===== src/design/hqc_pkg.sv =====
package hqc_pkg;

    // code dimensions
    localparam int N      = 127;
    localparam int WEIGHT = 8;
    localparam int K      = 8;
    localparam int REP    = 15;

    // position sampling from the LFSR
    localparam int                LFSR_W    = 16;
    // x^16+x^14+x^13+x^11+1, feedback from bits 15, 13, 12, 10
    localparam logic [LFSR_W-1:0] LFSR_TAPS = 16'hB400;
    localparam int                POS_W     = 7;

    // counter widths
    localparam int CNT_W  = $clog2(WEIGHT + 1);
    localparam int STEP_W = $clog2(N);

    // bit i holds the coefficient of x^i
    typedef logic [N-1:0] poly_t;

    typedef struct packed {
        logic  start;
        poly_t dense;
        poly_t sparse;
    } mult_cmd_t;

    typedef struct packed {
        logic  done;
        poly_t product;
    } mult_rsp_t;

    typedef struct packed {
        logic  done;
        poly_t vec;
    } fw_rsp_t;

    // each message bit repeated REP times, top bits stay zero
    function automatic poly_t rep_encode(input logic [K-1:0] m);
        poly_t cw;
        cw = '0;
        for (int j = 0; j < K * REP; j++) begin
            cw[j] = m[j / REP];
        end
        return cw;
    endfunction

endpackage


===== src/design/cyclic_mult.sv =====
`timescale 1ns/1ns

module cyclic_mult (
    input  logic               clk,
    input  logic               rst,
    input  hqc_pkg::mult_cmd_t cmd,
    output hqc_pkg::mult_rsp_t rsp
);
    import hqc_pkg::*;

    poly_t             dense_r;
    poly_t             sparse_r;
    poly_t             acc;
    logic              running;
    logic              done;
    logic [STEP_W-1:0] step;

    // step 0 is folded into the load cycle, so done lands N cycles after start
    always_ff @(posedge clk) begin
        if (rst) begin
            running <= 1'b0;
            done    <= 1'b0;
            step    <= '0;
        end else begin
            done <= 1'b0;
            if (cmd.start) begin
                running <= 1'b1;
                step    <= STEP_W'(1);
            end else if (running) begin
                step <= step + 1'b1;
                if (step == STEP_W'(N - 1)) begin
                    running <= 1'b0;
                    done    <= 1'b1;
                end
            end
        end
    end

    // dense rotates left once per step, sparse bit i reaches bit 0 at step i
    always_ff @(posedge clk) begin
        if (cmd.start) begin
            acc      <= cmd.sparse[0] ? cmd.dense : '0;
            dense_r  <= {cmd.dense[N-2:0], cmd.dense[N-1]};
            sparse_r <= cmd.sparse >> 1;
        end else if (running) begin
            if (sparse_r[0]) begin
                acc <= acc ^ dense_r;
            end
            dense_r  <= {dense_r[N-2:0], dense_r[N-1]};
            sparse_r <= sparse_r >> 1;
        end
    end

    assign rsp.done    = done;
    assign rsp.product = acc;

endmodule


===== src/design/encrypt_ctrl.sv =====
`timescale 1ns/1ns

module encrypt_ctrl (
    input  logic                       clk,
    input  logic                       rst,
    input  logic                       start,
    input  logic [hqc_pkg::K-1:0]      msg,
    input  logic [hqc_pkg::LFSR_W-1:0] theta,
    input  hqc_pkg::poly_t             h,
    input  hqc_pkg::poly_t             s,
    input  hqc_pkg::fw_rsp_t           fw_rsp,
    input  hqc_pkg::mult_rsp_t         mult_rsp,
    output logic                       fw_start,
    output logic                       fw_load,
    output logic [hqc_pkg::LFSR_W-1:0] fw_seed,
    output hqc_pkg::mult_cmd_t         mult_cmd,
    output logic                       done,
    output logic                       done_fixed_weight,
    output hqc_pkg::poly_t             u,
    output hqc_pkg::poly_t             v
);
    import hqc_pkg::*;

    typedef enum logic [2:0] {
        st_idle,
        st_gen_r1,
        st_gen_r2,
        st_gen_e,
        st_mul_h,
        st_mul_s,
        st_finish
    } state_t;

    state_t       state;
    logic         mult_go;
    logic [K-1:0] msg_r;
    poly_t        r1;
    poly_t        r2;
    poly_t        e;
    poly_t        codeword;

    // LFSR is seeded only by an accepted start
    assign fw_load = (state == st_idle) && start;
    // an all-zero state would lock the LFSR
    assign fw_seed = (theta == '0) ? LFSR_W'(1) : theta;

    // operand pair follows the multiply phase
    assign mult_cmd.start  = mult_go;
    assign mult_cmd.dense  = (state == st_mul_s) ? s : h;
    assign mult_cmd.sparse = r2;

    assign codeword = rep_encode(msg_r);

    always_ff @(posedge clk) begin
        if (rst) begin
            state             <= st_idle;
            fw_start          <= 1'b0;
            mult_go           <= 1'b0;
            done              <= 1'b0;
            done_fixed_weight <= 1'b0;
            u                 <= '0;
            v                 <= '0;
        end else begin
            fw_start          <= 1'b0;
            mult_go           <= 1'b0;
            done              <= 1'b0;
            done_fixed_weight <= 1'b0;
            case (state)
                st_idle: begin
                    if (start) begin
                        fw_start <= 1'b1;
                        state    <= st_gen_r1;
                    end
                end
                st_gen_r1: begin
                    if (fw_rsp.done) begin
                        fw_start <= 1'b1;
                        state    <= st_gen_r2;
                    end
                end
                st_gen_r2: begin
                    if (fw_rsp.done) begin
                        fw_start <= 1'b1;
                        state    <= st_gen_e;
                    end
                end
                st_gen_e: begin
                    // all three vectors ready, start h*r2
                    if (fw_rsp.done) begin
                        done_fixed_weight <= 1'b1;
                        mult_go           <= 1'b1;
                        state             <= st_mul_h;
                    end
                end
                st_mul_h: begin
                    if (mult_rsp.done) begin
                        u       <= r1 ^ mult_rsp.product;
                        mult_go <= 1'b1;
                        state   <= st_mul_s;
                    end
                end
                st_mul_s: begin
                    if (mult_rsp.done) begin
                        v     <= codeword ^ mult_rsp.product ^ e;
                        done  <= 1'b1;
                        state <= st_finish;
                    end
                end
                st_finish: begin
                    state <= st_idle;
                end
                default: begin
                    state <= st_idle;
                end
            endcase
        end
    end

    // operand registers
    always_ff @(posedge clk) begin
        if (fw_load) begin
            msg_r <= msg;
        end
        if (fw_rsp.done && state == st_gen_r1) begin
            r1 <= fw_rsp.vec;
        end
        if (fw_rsp.done && state == st_gen_r2) begin
            r2 <= fw_rsp.vec;
        end
        if (fw_rsp.done && state == st_gen_e) begin
            e <= fw_rsp.vec;
        end
    end

endmodule


===== src/design/encrypt_top.sv =====
`timescale 1ns/1ns

module encrypt_top (
    input  logic                       clk,
    input  logic                       rst,
    input  logic                       start,
    input  logic [hqc_pkg::K-1:0]      msg,
    input  logic [hqc_pkg::LFSR_W-1:0] theta,
    input  hqc_pkg::poly_t             h,
    input  hqc_pkg::poly_t             s,
    output logic                       done,
    output logic                       done_fixed_weight,
    output hqc_pkg::poly_t             u,
    output hqc_pkg::poly_t             v
);
    import hqc_pkg::*;

    // generator side
    logic              fw_start;
    logic              fw_load;
    logic [LFSR_W-1:0] fw_seed;
    fw_rsp_t           fw_rsp;

    // multiplier side
    mult_cmd_t         mult_cmd;
    mult_rsp_t         mult_rsp;

    encrypt_ctrl ctrl_i (
        .clk               (clk),
        .rst               (rst),
        .start             (start),
        .msg               (msg),
        .theta             (theta),
        .h                 (h),
        .s                 (s),
        .fw_rsp            (fw_rsp),
        .mult_rsp          (mult_rsp),
        .fw_start          (fw_start),
        .fw_load           (fw_load),
        .fw_seed           (fw_seed),
        .mult_cmd          (mult_cmd),
        .done              (done),
        .done_fixed_weight (done_fixed_weight),
        .u                 (u),
        .v                 (v)
    );

    fixed_weight_gen fw_i (
        .clk   (clk),
        .rst   (rst),
        .load  (fw_load),
        .seed  (fw_seed),
        .start (fw_start),
        .rsp   (fw_rsp)
    );

    // shared by h*r2 and s*r2
    cyclic_mult mult_i (
        .clk (clk),
        .rst (rst),
        .cmd (mult_cmd),
        .rsp (mult_rsp)
    );

endmodule


===== src/design/fixed_weight_gen.sv =====
`timescale 1ns/1ns

module fixed_weight_gen (
    input  logic                       clk,
    input  logic                       rst,
    input  logic                       load,
    input  logic [hqc_pkg::LFSR_W-1:0] seed,
    input  logic                       start,
    output hqc_pkg::fw_rsp_t           rsp
);
    import hqc_pkg::*;

    logic [LFSR_W-1:0] lfsr;
    logic [LFSR_W-1:0] lfsr_next;
    logic [POS_W-1:0]  cand;
    logic              accept;
    logic              running;
    logic [CNT_W-1:0]  weight_cnt;
    logic              done;
    poly_t             vec;

    // Fibonacci step, shift left and feed back into bit 0
    assign lfsr_next = {lfsr[LFSR_W-2:0], ^(lfsr & LFSR_TAPS)};
    assign cand      = lfsr_next[POS_W-1:0];

    // reject positions past the end and ones already set
    assign accept = (cand < POS_W'(N)) && !vec[cand];

    always_ff @(posedge clk) begin
        if (rst) begin
            lfsr       <= LFSR_W'(1);
            running    <= 1'b0;
            weight_cnt <= '0;
            done       <= 1'b0;
        end else begin
            done <= 1'b0;

            // state carries on from one vector to the next
            if (load) begin
                lfsr <= seed;
            end else if (running) begin
                lfsr <= lfsr_next;
            end

            if (start) begin
                running    <= 1'b1;
                weight_cnt <= '0;
            end else if (running && accept) begin
                weight_cnt <= weight_cnt + 1'b1;
                // last position placed
                if (weight_cnt == CNT_W'(WEIGHT - 1)) begin
                    running <= 1'b0;
                    done    <= 1'b1;
                end
            end
        end
    end

    // vector under construction, held after done
    always_ff @(posedge clk) begin
        if (start) begin
            vec <= '0;
        end else if (running && accept) begin
            vec[cand] <= 1'b1;
        end
    end

    assign rsp.done = done;
    assign rsp.vec  = vec;

endmodule


===== config.mk =====
export PLATFORM = sky130hd
export DESIGN_NAME = encrypt_top
export DESIGN_NICKNAME = d
export VERILOG_FILES = /design/src/design/hqc_pkg.sv /design/src/design/cyclic_mult.sv /design/src/design/encrypt_ctrl.sv /design/src/design/encrypt_top.sv /design/src/design/fixed_weight_gen.sv
export SDC_FILE = /design/constraint.sdc
export NUM_CORES = 2
export LEC_CHECK = 0
export BUFFER_PORTS_ARGS = -buffer_cell sky130_fd_sc_hd__buf_2
export CORE_ASPECT_RATIO = 0.8
export CORE_MARGIN = 2
export CORE_UTILIZATION = 50
export DETAILED_ROUTE_END_ITERATION = 10
export PLACE_DENSITY = 0.7
export SETUP_SLACK_MARGIN = 0.15
export SLEW_MARGIN = 10
export SYNTH_ARGS = -nofsm -noshare
export SYNTH_HDL_FRONTEND = slang
export SYNTH_SLANG_ARGS = --single-unit
export TNS_END_PERCENT = 50

===== constraint.sdc =====
create_clock -name clk -period 13.9 [get_ports clk]
set_input_delay 0.695 -clock clk [delete_from_list [all_inputs] [get_ports clk]]
set_output_delay 0.695 -clock clk [all_outputs]
set_load 0.03 [all_outputs]

==> flow_results.org <==
** Outcome
- The run finished with clean final reports.

** Power and ir drop
- Static leakage :: 20.3 nW
- Pwr Density :: 128 nW/um2
- Share of power burned in combinational logic :: 0.038
- Internal power of the cells :: 5.57 mW
- The analysis attributes to net switching a power of 1.56 mW.
- Of the total power, the share spent switching nets is 0.219.
- Maximum resistive drop on vdd :: 0.114 mV
- The share of total power dissipated in the clock network is 0.433.
- The share of total power dissipated in sequential elements is 0.529.

** Critical path
- On the worst path, the slowest cell contributes a delay of 0.64 ns.
- Critical Path Source Type :: register
- Arr. time, crit path :: 5.43 ns
- The slowest stage of the critical path is the sky130_fd_sc_hd__buf_4 cell.
- The worst setup path is captured at a register.
- Series of cell instances along the critical path :: xor2_2 -> xnor2_4 -> buf_4 -> mux4_2 -> a22o_1 -> a211oi_1 -> a221o_2 -> nand3_4 -> buf_4 -> o32ai_1
- Number of buffers and inverters on the critical path :: 2
- Maximum net fanout on the critical path :: 66
- In this design, the largest share of critical-path delay is due to compound AO/OA/AOI/OAI gates.
- Crit Path Category :: reg2reg
- Critical Path RT :: 14.47 ns
- By instance count, the cell type seen most on the critical path is sky130_fd_sc_hd__buf_4.

** Place
- The congestion estimate from routability-driven global placement came to 0.841.
- Once placement finished, the instance area stood at 51900 um2.
- Number of buffer cells added on primary ports :: 536
- OpenSTA, run right after detailed placement, puts the worst setup slack at 9.07 ns.
- Summed over all nets, the half-perimeter wirelength after detailed placement is 75.9 mm.

** CTS
- H-tree levels :: 3
- Clock tree synthesis found a total of 1188 sinks.
- At the later pin of the worst-skew pair, clock insertion delay measures 0.69 ns.
- Clock tree synthesis selected as its root buffer the cell sky130_fd_sc_hd__clkbuf_16.
- Counting along the longest clock path gives a buffer depth of 3.
- Hold repair after CTS inserted 0 buffers.
- Post-CTS repair changed the size of 0 cells.
- In this run, CTS created clock tree buffers numbering 116.
- TritonCTS built the clock tree.
- Once the clock tree was built, the setup fixing pass inserted 0 buffers.
- After clock tree synthesis, the clock-pin slew on the worst setup and hold paths is 0.06 ns.

** Drt
- After detailed routing, the number of vias per cell comes to 5.51.
- After detailed routing, the average wire length per cell comes to 20.9 um.
- In this run the remaining antenna-violating nets after routing total 0.
- Number of remaining DRC errors :: 0
- Vias :: 30.7k
- Wire length reported by the detailed router :: 116 mm
- Detailed-routing iteration count for the pre-antenna-repair pass :: 5
- First-iteration detailed-routing DRC count :: 2925

** Cells and area
- Summing all flip-flop and latch instances after layout gives 31500 um2.
- The library cell used most frequently in the layout, excluding fill and tap cells, is sky130_fd_sc_hd__edfxtp_1.
- In the final layout, the share of cells above drive strength 1 is 0.215.
- In the layout the commonest cells are sky130_fd_sc_hd__edfxtp_1 (769), sky130_fd_sc_hd__nor2_1 (543), sky130_fd_sc_hd__buf_2 (535).
- The multi-input combinational cells in the finished layout cover a total of 15400 um2.
- From synthesis to final layout, the design area changed by 15.1%.
- After the last flow step, the layout net total stands at 4456.
- Filler cell count in the final layout :: 7799
- With fillers left out, the area of the finished cells amounts to 55700 um2.

** Logic synthesis
- Of the synthesized area, sequential elements account for 0.651.
- The largest total area in the synthesized netlist belongs to sky130_fd_sc_hd__edfxtp_1.
- Commonest register cell after synthesis :: sky130_fd_sc_hd__edfxtp_1
- The share of synthesized area in the top cell type comes to 0.478.
- Top cells by area in the synthesized netlist :: sky130_fd_sc_hd__edfxtp_1 (48%), sky130_fd_sc_hd__dfxtp_1 (17%), sky130_fd_sc_hd__xnor2_1 (6.9%)
- In this run, synthesis inferred 769 flip-flops with an integrated enable.
- Averaged over all synthesized cells, the footprint is 12.9 um2.
- Yosys printed 0 warnings.
- Distinct cell type count of the synthesized netlist :: 50
- After synthesis, the share of flip-flops with an asynchronous set or reset is 0.
- The number of nets in the synthesized netlist is 4028.
- In this run, synthesis produced a sequential element count of 1188.
- Summing every instance area after synthesis gives 48300 um2.
- Mapped Cells :: 3744

** Hold path
- Worst Hold Class :: in2reg

** Timing
- Total setup violations reported at the end of the flow :: 0
- At the pin with the least slew margin, the transition time is 1.17 ns.
- Period Utilization, post-route :: 0.350
- Final setup margin :: 9.04 ns
- The number of max-slew violations in the final report is 0.
- Worst Skew :: 0.0261 ns
- Post-layout minimum cycle time :: 4.86 ns
- Adding up every negative setup slack in the final design gives 0 ns.
- Setup repair after global routing left no endpoint under its margin.
- The number of hold violations in the final report came to 0.
- Headroom to the max-slew limit came out at 0.219.
- Timing would allow up to 206 MHz.

** Die
- Pin placement for this block handled 537 I/O pins.
- In this run the standard cell core region covers 95400 um2.
- The die is 352 um wide.
- The initialized floorplan defines 101 standard-cell rows.
- The die covers 99200 um2.
- The die is 282 um tall.
- Initial Util :: 0.507

** Global route
- Pin count of the biggest net entering global routing :: 216
- Across every metal layer, demand over resource in global routing totals 0.230.
- The total overflow left after global routing is 0.
- Wire length of the first global-routing pass :: 176 mm
- Via count of the first global-routing pass :: 29.2k
- Number of antenna violations at the first check in global routing :: 17

** Run
- Total of max-cap violations :: 0
==> cell families after synthesis <==
family                     Yosys count  share of synthesized area
and+or+nand+nor                    644                     0.0531
DFF                               1188                      0.651
AOI/OAI and AO/OA                  694                     0.0944
adders and majority gates            3                   0.000777
xor gates and xnor gates           510                     0.0931
muxes                              315                     0.0752
buffers and inverters              390                     0.0321
==> flip-flops by register name (all words and copies together), names as in the netlist, 7 cells and up <==
signal and flops:
ctrl_i.msg_r 8, ctrl_i.v 127, ctrl_i.r1 127, mult_i.step 7
mult_i.dense_r 127, fw_i.lfsr 16, ctrl_i.r2 127, fw_i.vec 127
mult_i.sparse_r 126, mult_i.acc 127, ctrl_i.u 127, ctrl_i.e 127
==> routing by layer <==
layer / global-route usage / share of wire / vias up
met3: 0.0439 / 0.075 / 154
met1: 0.335 / 0.45 / 15000
met2: 0.355 / 0.46 / 1099
met4: 0.0577 / 0.018 / 18
li1: - / - / 14400
met5: 0 / 0.0011 / -
==> power groups by stage <==
stage	Combinational (mW)	Sequential, mW	Clock (mW)
after floorplan	0.195	3.81	0
after detailed placement	0.272	3.85	0
after global routing	0.294	3.77	3.28
final	0.274	3.77	3.09
after global placement	0.268	3.85	0
after CTS	0.272	3.77	3.14
==> stage by stage <==
| step | hold WS, ns | power, mW | utilization | instances |
|---|---|---|---|---|
| after global placement | 0.461 | 4.12 | 0.544 | 5341 |
| after detailed placement | 0.465 | 4.12 | 0.544 | 5341 |
| after CTS | 0.143 | 7.18 | 0.583 | 5561 |
| after floorplan | 0.441 | 4.01 | - | 3744 |
| final | 0.197 | 7.13 | 0.583 | 5568 |
| after global routing | 0.163 | 7.35 | 0.583 | 5561 |
==> Yosys cell counts, types with 4 or more instances <==
cell,number
sky130_fd_sc_hd__nand2b_1,4
sky130_fd_sc_hd__a21oi_1,258
sky130_fd_sc_hd__nor4_1,4
sky130_fd_sc_hd__edfxtp_1,769
sky130_fd_sc_hd__inv_1,135
sky130_fd_sc_hd__buf_6,11
sky130_fd_sc_hd__nor3b_1,5
sky130_fd_sc_hd__or3_1,5
sky130_fd_sc_hd__o22ai_1,131
sky130_fd_sc_hd__nand2_1,41
sky130_fd_sc_hd__nor2_1,543
sky130_fd_sc_hd__a211oi_1,154
sky130_fd_sc_hd__xor2_1,126
sky130_fd_sc_hd__nor2b_1,4
sky130_fd_sc_hd__buf_2,4
sky130_fd_sc_hd__nand3_1,12
sky130_fd_sc_hd__buf_1,21
sky130_fd_sc_hd__o32ai_1,128
sky130_fd_sc_hd__dfxtp_1,419
sky130_fd_sc_hd__xnor2_1,381
sky130_fd_sc_hd__clkbuf_1,219
sky130_fd_sc_hd__mux2i_1,163
sky130_fd_sc_hd__mux4_2,26
sky130_fd_sc_hd__o21ai_0,7
sky130_fd_sc_hd__mux2_2,126
sky130_fd_sc_hd__nor3_1,8
sky130_fd_sc_hd__nand4_1,5
==> final timing paths <==
path	startpoint	endpoint	slack, ns	cells past startpoint
worst max-delay path	fw_i.lfsr[12]	fw_i.vec[104]	9.04	10
worst min-delay path	msg[6]	ctrl_i.msg_r[6]	0.20	1
worst min register to register	fw_i.weight_cnt[3]	fw_i.weight_cnt[3]	0.47	2
worst max register to register	fw_i.lfsr[12]	fw_i.vec[104]	9.04	10
==> cell type report <==
cell class	instances	area share
sequential	1188	0.566
multi-input combinational	2166	0.276
clock buffer	153	0.0574
timing repair buffer	565	0.0525
tap	1287	0.0289
clock inverter	67	0.00958
inverter	135	0.00920
antenna	7	0.000315
Power figures use the tool's default switching activity.
